$ cat config.mk
export PLATFORM = sky130hd
export DESIGN_NAME = square_wave_freq
export DESIGN_NICKNAME = d
export VERILOG_FILES = /design/src/logic/freq_meter_pkg.sv /design/src/logic/wave_edge_stamper.sv /design/src/logic/edge_fifo.sv /design/src/logic/period_meter.sv /design/src/logic/square_wave_freq.sv
export SDC_FILE = /design/constraint.sdc
export NUM_CORES = 1
export LEC_CHECK = 0
export ABC_AREA = 1
export BUFFER_PORTS_ARGS = -buffer_cell sky130_fd_sc_hd__buf_2
export CAP_MARGIN = 25
export CELL_PAD_IN_SITES_DETAIL_PLACEMENT = 0
export CELL_PAD_IN_SITES_GLOBAL_PLACEMENT = 1
export CORE_MARGIN = 3
export CORE_UTILIZATION = 55
export DETAILED_ROUTE_END_ITERATION = 7
export PLACE_DENSITY_LB_ADDON = 0.1
export SLEW_MARGIN = 20
export SYNTH_ARGS = -nofsm -noshare
export SYNTH_HDL_FRONTEND = slang
export SYNTH_SLANG_ARGS = --single-unit
$ cat constraint.sdc
create_clock -name pll_clk -period 13.3 [get_ports pll_clk]
set_clock_uncertainty 0.1 [all_clocks]
set_input_delay 1.33 -clock pll_clk [delete_from_list [all_inputs] [get_ports pll_clk]]
set_output_delay 1.33 -clock pll_clk [all_outputs]
set_load 0.05 [all_outputs]
$ cat src/logic/freq_meter_pkg.sv
//**************************************************
// widths and record layout shared by the meter
// a record body is a timestamp or a lost-edge count
// chan_w must cover num_chan
//**************************************************
`default_nettype none

package freq_meter_pkg;

    localparam int ts_w     = 32;   // timestamp counter and result width
    localparam int lost_w   = 16;   // saturating lost-edge count
    localparam int num_chan = 2;    // wave inputs
    localparam int chan_w   = 1;    // channel index width

    // flat record word, msb first: chan, rise, drop, body
    localparam int rec_w = ts_w + 1 + 1 + chan_w;

    // record body, decoded by the drop flag that travels beside it
    typedef union packed {
        logic [ts_w-1:0]                      stamp;  // edge record
        logic [ts_w/lost_w-1:0][lost_w-1:0]   drop;   // drop[0] is the count, rest pad
    } rec_body_u;

endpackage

`default_nettype wire

$ cat src/logic/wave_edge_stamper.sv
//**************************************************
// stamps wave edges against a free running counter
// wave_in is async, two flop sync, no glitch filter
// edges arriving while the record port stalls are lost
//**************************************************
`timescale 1ns/1ps
`default_nettype none

module wave_edge_stamper (
    input  logic                                pll_clk,
    input  logic                                sys_rst_n,
    input  logic [freq_meter_pkg::num_chan-1:0] wave_in,
    input  logic                                rec_ready,
    output logic                                rec_valid,
    output logic [freq_meter_pkg::chan_w-1:0]   rec_chan,
    output logic                                rec_rise,
    output logic                                rec_drop,
    output freq_meter_pkg::rec_body_u           rec_body
);
    import freq_meter_pkg::*;

    logic [ts_w-1:0]     ts_cnt;               // wraps, consumer diffs mod 2^32
    logic [num_chan-1:0] sync1;
    logic [num_chan-1:0] sync2;
    logic [num_chan-1:0] hist;                 // previous synced level
    logic [num_chan-1:0] edge_det;
    logic [num_chan-1:0] pend_vld;             // one held edge per channel
    logic [num_chan-1:0] pend_rise;
    logic [ts_w-1:0]     pend_ts [num_chan];
    logic [lost_w-1:0]   lost_cnt [num_chan];
    logic                out_free;             // output reg can take a record
    logic                sel_vld;
    logic [chan_w-1:0]   sel_chan;
    logic                sel_rise;
    logic                sel_drop;
    rec_body_u           sel_body;
    logic [num_chan-1:0] take_drop;
    logic [num_chan-1:0] take_pend;
    logic [num_chan-1:0] take_new;
    logic [num_chan-1:0] lose;

    function automatic logic [lost_w-1:0] sat_add(input logic [lost_w-1:0] a,
                                                  input logic [1:0]        b);
        logic [lost_w:0] sum;
        sum = {1'b0, a} + b;
        return sum[lost_w] ? '1 : sum[lost_w-1:0];  // stick at max
    endfunction

    assign edge_det = sync2 ^ hist;
    assign out_free = !rec_valid || rec_ready;

    always_ff @(posedge pll_clk or negedge sys_rst_n) begin
        if (!sys_rst_n) begin
            ts_cnt <= '0;
            sync1  <= '0;
            sync2  <= '0;
            hist   <= '0;
        end else begin
            ts_cnt <= ts_cnt + 1'b1;
            sync1  <= wave_in;
            sync2  <= sync1;
            hist   <= sync2;
        end
    end

    // priority: drop records, then held edges, then fresh edges, low channel first
    always_comb begin
        sel_vld   = 1'b0;
        sel_chan  = '0;
        sel_rise  = 1'b0;
        sel_drop  = 1'b0;
        sel_body  = '0;
        take_drop = '0;
        take_pend = '0;
        take_new  = '0;
        for (int c = 0; c < num_chan; c++) begin
            if (out_free && !sel_vld && lost_cnt[c] != '0) begin
                sel_vld          = 1'b1;
                sel_chan         = chan_w'(c);
                sel_drop         = 1'b1;
                sel_body.drop[0] = lost_cnt[c];
                take_drop[c]     = 1'b1;
            end
        end
        for (int c = 0; c < num_chan; c++) begin
            if (out_free && !sel_vld && pend_vld[c]) begin
                sel_vld        = 1'b1;
                sel_chan       = chan_w'(c);
                sel_rise       = pend_rise[c];
                sel_body.stamp = pend_ts[c];
                take_pend[c]   = 1'b1;
            end
        end
        for (int c = 0; c < num_chan; c++) begin
            if (out_free && !sel_vld && edge_det[c] && lost_cnt[c] == '0) begin
                sel_vld        = 1'b1;
                sel_chan       = chan_w'(c);
                sel_rise       = sync2[c];     // new level high means rising
                sel_body.stamp = ts_cnt;
                take_new[c]    = 1'b1;
            end
        end
        // stalled, still owing a drop record, or slot busy
        for (int c = 0; c < num_chan; c++) begin
            lose[c] = edge_det[c] && (!out_free || (lost_cnt[c] != '0 && !take_drop[c]) ||
                                      (pend_vld[c] && !take_pend[c]));
        end
    end

    always_ff @(posedge pll_clk or negedge sys_rst_n) begin
        if (!sys_rst_n) begin
            rec_valid <= 1'b0;
            pend_vld  <= '0;
            for (int c = 0; c < num_chan; c++) begin
                lost_cnt[c] <= '0;
            end
        end else begin
            if (out_free) begin
                rec_valid <= sel_vld;
            end
            for (int c = 0; c < num_chan; c++) begin
                if (lose[c]) begin
                    // a held edge goes too, keeps per channel order behind the drop
                    lost_cnt[c] <= sat_add(lost_cnt[c], pend_vld[c] ? 2'd2 : 2'd1);
                    pend_vld[c] <= 1'b0;
                end else begin
                    if (take_drop[c]) begin
                        lost_cnt[c] <= '0;
                    end
                    if (edge_det[c] && !take_new[c]) begin
                        pend_vld[c] <= 1'b1;
                    end else if (take_pend[c]) begin
                        pend_vld[c] <= 1'b0;
                    end
                end
            end
        end
    end

    always_ff @(posedge pll_clk) begin
        for (int c = 0; c < num_chan; c++) begin
            if (edge_det[c] && !take_new[c] && !lose[c]) begin
                pend_rise[c] <= sync2[c];
                pend_ts[c]   <= ts_cnt;        // stamp at detection, not issue
            end
        end
        if (out_free && sel_vld) begin
            rec_chan <= sel_chan;
            rec_rise <= sel_rise;
            rec_drop <= sel_drop;
            rec_body <= sel_body;
        end
    end

    // fifo relies on the record holding still until taken
    a_rec_hold: assert property (@(posedge pll_clk) disable iff (!sys_rst_n)
        rec_valid && !rec_ready |=> rec_valid && $stable(rec_chan) && $stable(rec_rise) &&
                                    $stable(rec_drop) && $stable(rec_body));

endmodule

`default_nettype wire

$ cat src/logic/edge_fifo.sv
//**************************************************
// valid/ready fifo, registered fall-through output
// FIFO_DEPTH must be a power of two, at least 2
//**************************************************
`timescale 1ns/1ps
`default_nettype none

module edge_fifo #(
    parameter int FIFO_DEPTH = 8
) (
    input  logic                             pll_clk,
    input  logic                             sys_rst_n,
    input  logic                             in_valid,
    input  logic [freq_meter_pkg::rec_w-1:0] in_word,
    output logic                             in_ready,
    output logic                             out_valid,
    output logic [freq_meter_pkg::rec_w-1:0] out_word,
    input  logic                             out_ready
);
    import freq_meter_pkg::*;

    localparam int IDX_W = $clog2(FIFO_DEPTH);

    logic [rec_w-1:0] mem [FIFO_DEPTH];
    logic [IDX_W:0]   wr_ptr;                  // extra msb tells full from empty
    logic [IDX_W:0]   rd_ptr;
    logic             full;
    logic             empty;
    logic             wr_en;
    logic             load_out;                // move head into output reg

    assign empty    = wr_ptr == rd_ptr;
    assign full     = (wr_ptr[IDX_W] != rd_ptr[IDX_W]) &&
                      (wr_ptr[IDX_W-1:0] == rd_ptr[IDX_W-1:0]);
    assign in_ready = !full;
    assign wr_en    = in_valid && !full;
    assign load_out = !empty && (!out_valid || out_ready);

    always_ff @(posedge pll_clk or negedge sys_rst_n) begin
        if (!sys_rst_n) begin
            wr_ptr    <= '0;
            rd_ptr    <= '0;
            out_valid <= 1'b0;
        end else begin
            if (wr_en) begin
                wr_ptr <= wr_ptr + 1'b1;
            end
            if (load_out) begin
                rd_ptr    <= rd_ptr + 1'b1;
                out_valid <= 1'b1;
            end else if (out_ready) begin
                out_valid <= 1'b0;         // taken, nothing behind it
            end
        end
    end

    always_ff @(posedge pll_clk) begin
        if (wr_en) begin
            mem[wr_ptr[IDX_W-1:0]] <= in_word;
        end
        if (load_out) begin
            out_word <= mem[rd_ptr[IDX_W-1:0]];  // one cycle behind the write
        end
    end

    // write refused while full must stay offered, so nothing slips past
    a_no_overrun: assert property (@(posedge pll_clk) disable iff (!sys_rst_n)
        in_valid && !in_ready |=> in_valid && $stable(in_word));

    // head word held until the meter reads it
    a_no_underrun: assert property (@(posedge pll_clk) disable iff (!sys_rst_n)
        out_valid && !out_ready |=> out_valid && $stable(out_word));

endmodule

`default_nettype wire

$ cat src/logic/period_meter.sv
//**************************************************
// window of NUM_CYCLES periods per channel, 1..255
// results in raw ticks, stamp diffs taken mod 2^32
// one result held at a time, input stalls meanwhile
//**************************************************
`timescale 1ns/1ps
`default_nettype none

module period_meter #(
    parameter int NUM_CYCLES = 4
) (
    input  logic                             pll_clk,
    input  logic                             sys_rst_n,
    input  logic                             in_valid,
    input  logic [freq_meter_pkg::rec_w-1:0] in_word,
    output logic                             in_ready,
    output logic                             meas_valid,
    output logic [freq_meter_pkg::chan_w-1:0] meas_chan,
    output logic [freq_meter_pkg::ts_w-1:0]  period_total,
    output logic [freq_meter_pkg::ts_w-1:0]  high_total,
    input  logic                             meas_ready
);
    import freq_meter_pkg::*;

    localparam int CNT_W = 8;                  // rises counted inside a window

    logic [chan_w-1:0]   in_chan;
    logic                in_rise;
    logic                in_drop;
    rec_body_u           in_body;
    logic [ts_w-1:0]     in_stamp;
    logic                acc;                  // record taken this cycle
    logic                win_done;             // closing rise of a window
    logic [num_chan-1:0] armed;
    logic [CNT_W-1:0]    rise_cnt [num_chan];
    logic [ts_w-1:0]     start_ts [num_chan];
    logic [ts_w-1:0]     rise_ts  [num_chan];  // last rise, for high time
    logic [ts_w-1:0]     high_acc [num_chan];

    // flat word is {chan, rise, drop, body}
    assign in_chan  = in_word[rec_w-1 -: chan_w];
    assign in_rise  = in_word[ts_w+1];
    assign in_drop  = in_word[ts_w];
    assign in_body  = in_word[ts_w-1:0];
    assign in_stamp = in_body.stamp;

    assign in_ready = !meas_valid;             // hold off while a result waits
    assign acc      = in_valid && in_ready;
    assign win_done = acc && !in_drop && in_rise && armed[in_chan] &&
                      rise_cnt[in_chan] == CNT_W'(NUM_CYCLES - 1);

    always_ff @(posedge pll_clk or negedge sys_rst_n) begin
        if (!sys_rst_n) begin
            meas_valid <= 1'b0;
            armed      <= '0;
            for (int c = 0; c < num_chan; c++) begin
                rise_cnt[c] <= '0;
            end
        end else begin
            if (meas_valid && meas_ready) begin
                meas_valid <= 1'b0;
            end else if (win_done) begin
                meas_valid <= 1'b1;
            end
            if (acc) begin
                if (in_drop) begin
                    armed[in_chan] <= 1'b0;          // edges missing, start over
                end else if (in_rise) begin
                    armed[in_chan] <= 1'b1;
                    if (!armed[in_chan] || win_done) begin
                        rise_cnt[in_chan] <= '0;
                    end else begin
                        rise_cnt[in_chan] <= rise_cnt[in_chan] + 1'b1;
                    end
                end
            end
        end
    end

    always_ff @(posedge pll_clk) begin
        if (acc && !in_drop) begin
            if (in_rise) begin
                rise_ts[in_chan] <= in_stamp;
                // closing rise opens the next window, windows back to back
                if (!armed[in_chan] || win_done) begin
                    start_ts[in_chan] <= in_stamp;
                    high_acc[in_chan] <= '0;
                end
            end else if (armed[in_chan]) begin
                high_acc[in_chan] <= high_acc[in_chan] + (in_stamp - rise_ts[in_chan]);
            end
        end
        if (win_done) begin
            meas_chan    <= in_chan;
            period_total <= in_stamp - start_ts[in_chan];  // wraps cleanly
            high_total   <= high_acc[in_chan];
        end
    end

    a_meas_hold: assert property (@(posedge pll_clk) disable iff (!sys_rst_n)
        meas_valid && !meas_ready |=> meas_valid && $stable(meas_chan) &&
                                      $stable(period_total) && $stable(high_total));

    a_high_le_period: assert property (@(posedge pll_clk) disable iff (!sys_rst_n)
        meas_valid |-> high_total <= period_total);

    // stamper only sends a drop record once it has lost something
    a_drop_nonzero: assert property (@(posedge pll_clk) disable iff (!sys_rst_n)
        acc && in_drop |-> in_body.drop[0] != '0);

endmodule

`default_nettype wire

$ cat src/logic/square_wave_freq.sv
//**************************************************
// frequency and duty meter for two square waves
// single clock domain, results in pll_clk ticks
//**************************************************
`timescale 1ns/1ps
`default_nettype none

module square_wave_freq #(
    parameter int NUM_CYCLES = 4,              // periods per window, 1..255
    parameter int FIFO_DEPTH = 8               // power of two
) (
    input  logic                                pll_clk,
    input  logic                                sys_rst_n,
    input  logic [freq_meter_pkg::num_chan-1:0] wave_in,
    input  logic                                meas_ready,
    output logic                                meas_valid,
    output logic [freq_meter_pkg::chan_w-1:0]   meas_chan,
    output logic [freq_meter_pkg::ts_w-1:0]     period_total,
    output logic [freq_meter_pkg::ts_w-1:0]     high_total
);
    import freq_meter_pkg::*;

    logic              rec_valid;
    logic              rec_ready;
    logic [chan_w-1:0] rec_chan;
    logic              rec_rise;
    logic              rec_drop;
    rec_body_u         rec_body;
    logic [rec_w-1:0]  rec_word;
    logic              fifo_valid;
    logic              fifo_ready;
    logic [rec_w-1:0]  fifo_word;

    assign rec_word = {rec_chan, rec_rise, rec_drop, rec_body};  // meter unpacks same order

    wave_edge_stamper i_stamper (
        .pll_clk   (pll_clk),
        .sys_rst_n (sys_rst_n),
        .wave_in   (wave_in),
        .rec_ready (rec_ready),
        .rec_valid (rec_valid),
        .rec_chan  (rec_chan),
        .rec_rise  (rec_rise),
        .rec_drop  (rec_drop),
        .rec_body  (rec_body)
    );

    edge_fifo #(.FIFO_DEPTH(FIFO_DEPTH)) i_fifo (
        .pll_clk   (pll_clk),
        .sys_rst_n (sys_rst_n),
        .in_valid  (rec_valid),
        .in_word   (rec_word),
        .in_ready  (rec_ready),
        .out_valid (fifo_valid),
        .out_word  (fifo_word),
        .out_ready (fifo_ready)
    );

    period_meter #(.NUM_CYCLES(NUM_CYCLES)) i_meter (
        .pll_clk      (pll_clk),
        .sys_rst_n    (sys_rst_n),
        .in_valid     (fifo_valid),
        .in_word      (fifo_word),
        .in_ready     (fifo_ready),
        .meas_valid   (meas_valid),
        .meas_chan    (meas_chan),
        .period_total (period_total),
        .high_total   (high_total),
        .meas_ready   (meas_ready)
    );

endmodule

`default_nettype wire

## Yosys cells after proc, flatten, opt, wreduce, memory -nomap -nowiden

Memory sizes are Yosys's and may differ from the RTL's. A register that Yosys moved wholly into a read port is not among the register bits.
Index checks and enable logic that the tools add are counted.

| storage, ports and cells | value |
|---|---|
| flip-flop bits (word level) | 203 |
| memory bits (writable) | 536 |
| input port bits | 5 |
| output and inout port bits | 66 |
| memories | 5 |

Memories:

| name | words | width | read ports | clocked after Yosys merged registers in | write ports | RTL line | source |
|---|---|---|---|---|---|---|---|
| i_fifo.mem | 8 | 35 | 1 | 1 | 1 | edge_fifo.sv:24 | `logic [rec_w-1:0] mem [FIFO_DEPTH];` |
| i_meter.high_acc | 2 | 32 | 1 | 0 | 1 | period_meter.sv:38 | `logic [ts_w-1:0] high_acc [num_chan];` |
| i_meter.rise_ts | 2 | 32 | 1 | 0 | 1 | period_meter.sv:37 | `logic [ts_w-1:0] rise_ts [num_chan];` |
| i_meter.start_ts | 2 | 32 | 1 | 0 | 1 | period_meter.sv:36 | `logic [ts_w-1:0] start_ts [num_chan];` |
| i_stamper.pend_ts | 2 | 32 | 2 | 0 | 2 | wave_edge_stamper.sv:29 | `logic [ts_w-1:0] pend_ts [num_chan];` |

| operators by class | value |
|---|---|
| add/subtract/negate cells | 9 |
| $lt $le $gt $ge | 4 |
| equal/unequal tests | 5 |
| mux-type cells | 73 |
| bitwise logic cells | 9 |
| reduce and logical (&&, ||, !) cells | 74 |

Operators by type and width:

| cell | number |
|---|---|
| 32-bit two-way mux | 5 |
| 16-bit two-way mux | 9 |
| 32-bit subtractor | 2 |
| 1-bit two-way mux | 48 |
| 1-bit logical AND | 35 |
| 16-bit by 2-bit adder with 17-bit output | 2 |
| 32-bit by 1-bit adder with 32-bit output, second input constant | 1 |
| 32-bit adder | 1 |
| 16-bit logical NOT | 2 |
| 8-bit two-way mux | 4 |
| 16-bit nonzero test | 2 |
| 1-bit logical NOT | 20 |
| 16-bit bitwise AND | 1 |
| 16-bit bitwise mux | 1 |
| 16-bit NOT | 1 |
| 4-bit by 1-bit adder with 4-bit output, second input constant | 2 |
| 8-bit by 1-bit adder with 8-bit output, second input constant | 1 |
| 8-bit demux with 1-bit select | 1 |
| 8-bit by 2-bit equality test with 1-bit output, second input constant | 1 |
| 2-bit two-way mux | 4 |
| 2-bit nonzero test | 4 |
| 1-bit logical OR | 7 |
| 3-bit nonzero test | 2 |
| 4-bit equality test | 1 |
| 17 further kinds | 17 |

## Depth between registers and ports, before layout

| depth | value |
|---|---|
| word-level depth | 33 |
| gate-level depth with buffers | 21 |
| depth with buffers taken out | 18 |

## Cells and area by module

A second synthesis with hierarchy kept.

| second synthesis, totals | value |
|---|---|
| cell total of the unflattened synthesis | 3,567 |
| area, all modules | 36,480.0 µm² |

Modules (own cells, without submodules):

| module | times used | cells each | area each (µm²) | sequential area each (µm²) |
|---|---|---|---|---|
| period_meter | 1 | 1,719 | 15,517.4 | 8,192.9 |
| edge_fifo | 1 | 986 | 12,583.3 | 9,684.3 |
| wave_edge_stamper | 1 | 862 | 8,379.3 | 4,859.7 |

## Worst setup path after synthesis

No wires, ideal clock.

| timing path | value |
|---|---|
| path type | flip-flop to flip-flop |
| from | reg i_fifo.out_word[34] (netlist bit), read port of i_fifo.mem |
| to | reg i_meter.high_total[0] (netlist bit), read port of i_meter.high_acc, enable pin |
| setup time | 649 ps |
| arrival | 7,461 ps |
| required time | 12,551 ps |
| slack | 5,090 ps |
| cell stages (with the launch flop) | 9 |
| buffers on the path | 1 |
| cells stage by stage | edfxtp_1 > inv_1 > clkbuf_1 > or2_2 > o21ai_0 > inv_1 > nor4_1 > nand3_1 > nor4_1 |

| between the ends | value |
|---|---|
| word-level cells in the longest chain between the ends | 6 |
| elaborated cells between the ends (all ways) | 9 |
| classes of those cells | eq/ne: 1; mux: 5; bitwise: 1; reduce/logical: 2 |

RTL lines:

| what | RTL line | source |
|---|---|---|
| start, declared | edge_fifo.sv:17 | `output logic [freq_meter_pkg::rec_w-1:0] out_word,` |
| 1-bit NOT with 2-bit output (not written as such) | period_meter.sv:50 | `rise_cnt[in_chan] == CNT_W'(NUM_CYCLES - 1);` |
| 8-bit two-way mux (not written as such) (3 in series) | period_meter.sv:50 |  |
| 8-bit by 2-bit equality test with 1-bit output | period_meter.sv:50 |  |
| 1-bit logical AND (*) | period_meter.sv:49 | `assign win_done = acc && !in_drop && in_rise && armed[in_chan] &&` |
| net i_meter.win_done | period_meter.sv:33 | `logic win_done;` |
| end, declared | period_meter.sv:20 | `output logic [freq_meter_pkg::ts_w-1:0] high_total,` |

Mark *: on every way through the listed nets, which the timed path passes. The rest lies on a longest branch. The select of a mux whose other input is x is not followed.
A chain may end at the register's enable or synchronous reset.

## Worst setup path after layout

| timing path | value |
|---|---|
| from | reg i_fifo.out_word[34] (netlist bit), read port of i_fifo.mem |
| to | mem i_meter.high_acc[1][26] (data pin) |

| between the ends | value |
|---|---|
| word-level cells in the longest chain between the ends | 7 |
| elaborated cells between the ends (all ways) | 11 |
| classes of those cells | add/sub: 2; mux: 7; memory: 2 |

RTL lines:

| what | RTL line |
|---|---|
| branches (longest 6 deep; another with memory 2 x 32 bit) | n/a |
| 32-bit two-way mux (no line) (*) | n/a |
| end, declared | period_meter.sv:38 |

Mark *: on every way between the ends. The select of a mux whose other input is x is not followed.

==> summary.md <==
| Metric | Value |
|---|---|
| Via count of the first global-routing pass | `22341` |
| Number of ports placed on the die boundary | `71` |
| Cell with the largest stage delay on the worst path | `sky130_fd_sc_hd__buf_4` |
| Cells after synthesis | `3212` |
| Cell Area, Synth | `35300 um2` |
| Share of the yosys chip area belonging to registers | `0.644` |
| Standard cell core area | `63300 um2` |
| Number of warning messages in the yosys log | `0` |
| Wire length of the first global-routing pass | `128000 um` |
| Antenna violations before repair | `1` |
| Count of state elements after synthesis | `774` |
| Insertion delay of the later-clocked pin in the worst-skew pair | `640 ps` |
| Port Buffers | `70` |
| Routed metal-1 wire length | `35500 um` |
| Maximum achievable frequency | `209 MHz` |
| Crit path required time | `13590 ps` |
| Setup-failing EPs final | `0` |
| Library cells used by synthesis | `54` |
| Share of synthesized registers carrying an async set or reset | `0.130` |
| Minimum clock period | `4780 ps` |
| Die Footprint | `67200 um2` |
| Via-to-Cell Ratio | `5.44` |
| Root buffer cell | `sky130_fd_sc_hd__clkbuf_16` |
| Number of hold-slack violations in the final timing report | `0` |
| H-tree depth | `3` |
| Maximum fanout count along the critical path | `57` |
| Max-slew headroom at the worst pin | `0.395` |
| Hold/Removal Path Class | `flip-flop to flip-flop` |
| Delay of the slowest cell on the worst path | `750 ps` |
| Detail Placement HPWL | `54600 um` |
| Syn avg cell area | `11.0 um2` |
| Remaining design rule violation count | `0` |
| Rows | `92` |
| Highest layer used for signal routing | `met5` |
| TritonCTS clock tree | `done` |
| Sinks on Clock Net | `774` |
| Final net count | `3417` |
| Share of final-layout standard cells stronger than drive strength 1 | `0.0987` |
| Final clock period utilization by the worst path | `0.359` |
| Total nets after synthesis | `3322` |
| Pin count of the biggest net entering global routing | `82` |
| Remaining antenna violation count after routing | `0` |
| Sum of negative setup slack | `0 ps` |
| Total met3 wirelength after detailed routing | `3700 um` |
| Number of CTS-inserted buffers | `81` |
| Run status | `finished clean` |
| Diodes inserted | `0` |
| Clock slew at reported path FFs | `60 ps` |
| Final Max Slew Viols | `0` |
| Synthesis-to-layout area growth | `11.5%` |
| Cts hold-fix bufs | `0` |
| Cell breakdown of the critical path | `buf_4, buf_4, o21ai_0, fa_1, inv_1, ha_1, nand2_1, nor2_1, inv_1, nor3_1, nand4_1, nand3_1, nand2_1, a21oi_1, nor2_1` |
| Initial Util | `0.557` |
| Slew @ Worst Pin | `908 ps` |
| Setup repair after global routing missed its margin | `no` |
| Horizontal die dimension | `259 um` |
| Element type at the critical path end | `flip-flop` |
| Last weighted congestion value of the routability-driven placer | `0.899` |
| Total number of vias | `22935` |
| Clock Path Buffers | `3` |
| WP data arrival | `5070 ps` |
| Tot GR Track Use | `0.249` |
| Starting DRC count in detailed routing | `1971` |
| Total of max-cap violations | `0` |
| Setup Crit Path Kind | `flip-flop to flip-flop` |
| Met2 Wirelength | `41000 um` |
| Wirelength per Cell | `19.6 um` |
| Crit path setup slack, layout | `8520 ps` |
| Number of enable-type register cells in the synthesized netlist | `673` |
| Commonest register cell after synthesis | `sky130_fd_sc_hd__edfxtp_1` |
| Final wirelength | `82800 um` |
| Final global-route overflow total | `0` |
| Startpoint Class | `flip-flop` |
| Highest-count cells in the layout ignoring fill and taps | `673 x sky130_fd_sc_hd__edfxtp_1, 515 x sky130_fd_sc_hd__nand2_1, 470 x sky130_fd_sc_hd__nor2_1` |
| Most common cell after layout, fill and taps aside | `sky130_fd_sc_hd__edfxtp_1` |
| Chip height | `259 um` |
| Post-cts resize count | `0` |
| Number of detailed-routing iterations run before antenna repair | `6` |
| Number of buffers inserted to repair setup after CTS | `0` |
| Post-Place Worst Slack | `8510 ps` |
critical path: cells and delay by family (launching register included):
kind | cells | cell delay (ps)
AO/OA/AOI/OAI | 2 | 450
buffers and inverters | 4 | 1410
adder cells (fa/ha/maj) | 2 | 890
flip-flops | 1 | 370
AND/OR/NAND/NOR | 7 | 1240
path summary, 6_finish.rpt:
check                                         start                      end  slack, ps  depth (start not counted)
worst max-delay path            i_fifo.out_word[34]  i_meter.high_acc[1][26]       8520                         15
worst min-delay path             i_stamper.sync1[0]       i_stamper.sync2[0]        250                          0
worst max register to register  i_fifo.out_word[34]  i_meter.high_acc[1][26]       8520                         15
worst min register to register   i_stamper.sync1[0]       i_stamper.sync2[0]        250                          0
max in group asynchronous                 sys_rst_n       i_stamper.sync2[1]      11520                          2
min in group asynchronous                 sys_rst_n      i_meter.rise_cnt[0]        490                          1
cells in the mapped netlist (15+ instances only):
cell,n,share of area
sky130_fd_sc_hd__a21oi_1,109,0.015
sky130_fd_sc_hd__a31oi_1,39,0.0069
sky130_fd_sc_hd__buf_2,16,0.0023
sky130_fd_sc_hd__clkbuf_1,63,0.0067
sky130_fd_sc_hd__dfrtp_1,101,0.072
sky130_fd_sc_hd__edfxtp_1,673,0.57
sky130_fd_sc_hd__fa_1,34,0.019
sky130_fd_sc_hd__ha_1,71,0.025
sky130_fd_sc_hd__inv_1,327,0.035
sky130_fd_sc_hd__inv_2,15,0.0016
sky130_fd_sc_hd__mux2i_1,30,0.0085
sky130_fd_sc_hd__nand2_1,515,0.055
sky130_fd_sc_hd__nand3_1,91,0.013
sky130_fd_sc_hd__nand3b_1,15,0.0032
sky130_fd_sc_hd__nand4_1,28,0.0050
sky130_fd_sc_hd__nor2_1,481,0.051
sky130_fd_sc_hd__nor3_1,29,0.0041
sky130_fd_sc_hd__nor4_1,16,0.0028
sky130_fd_sc_hd__o21ai_0,277,0.039
sky130_fd_sc_hd__o21ai_1,15,0.0021
sky130_fd_sc_hd__o22ai_1,38,0.0067
sky130_fd_sc_hd__or2_2,34,0.0060
sky130_fd_sc_hd__xnor2_1,22,0.0055
sky130_fd_sc_hd__xor2_1,71,0.018
per-stage QoR:
step	hold slack, ps	instances	util	area, um2
floorplan	231	3212	-	35300
global placement	242	4069	0.580	36700
detailed placement	240	4070	0.580	36700
CTS	254	4219	0.621	39300
global route	256	4219	0.621	39300
finish	252	4219	0.621	39300
per-layer routing:
metal	up-vias	global-route usage
li1	11176	-
met1	11107	0.330
met2	519	0.422
met3	131	0.0347
met4	2	0.0883
met5	-	0
state kept, by name, summed over array words and instances (netlist names), 35 cells and up, named ones only:
| name | flops |
|---|---|
| i_fifo.mem | 280 |
| i_fifo.out_word | 35 |
| i_meter.high_acc | 64 |
| i_meter.rise_ts | 64 |
| i_meter.start_ts | 64 |
| i_stamper.pend_ts | 64 |
cells by family (layout without fill, tap and decap cells):
| kind of cell | count (synthesis) | in the layout | synth area share |
|---|---|---|---|
| AND/OR/NAND/NOR | 1235 | 1235 | 0.147 |
| adder cells (fa/ha/maj) | 105 | 105 | 0.0445 |
| buffers and inverters | 444 | 605 | 0.0495 |
| XOR/XNOR | 93 | 93 | 0.0231 |
| AO/OA/AOI/OAI | 531 | 531 | 0.0835 |
| multiplexers | 30 | 30 | 0.00851 |
| flip-flops | 774 | 774 | 0.644 |
area by class of cell:
type	count	area (um2)
Clock buffer	109	2270
Clock inverter	40	338
Fill cell	5059	24000
Inverter	345	1300
Multi-Input combinational cell	1994	10900
Sequential cell	774	22700
Tap cell	846	1060
Timing Repair Buffer	111	684
Power is not shown: default switching activity piles up to over one toggle a cycle in this logic, so the estimate is an artifact.
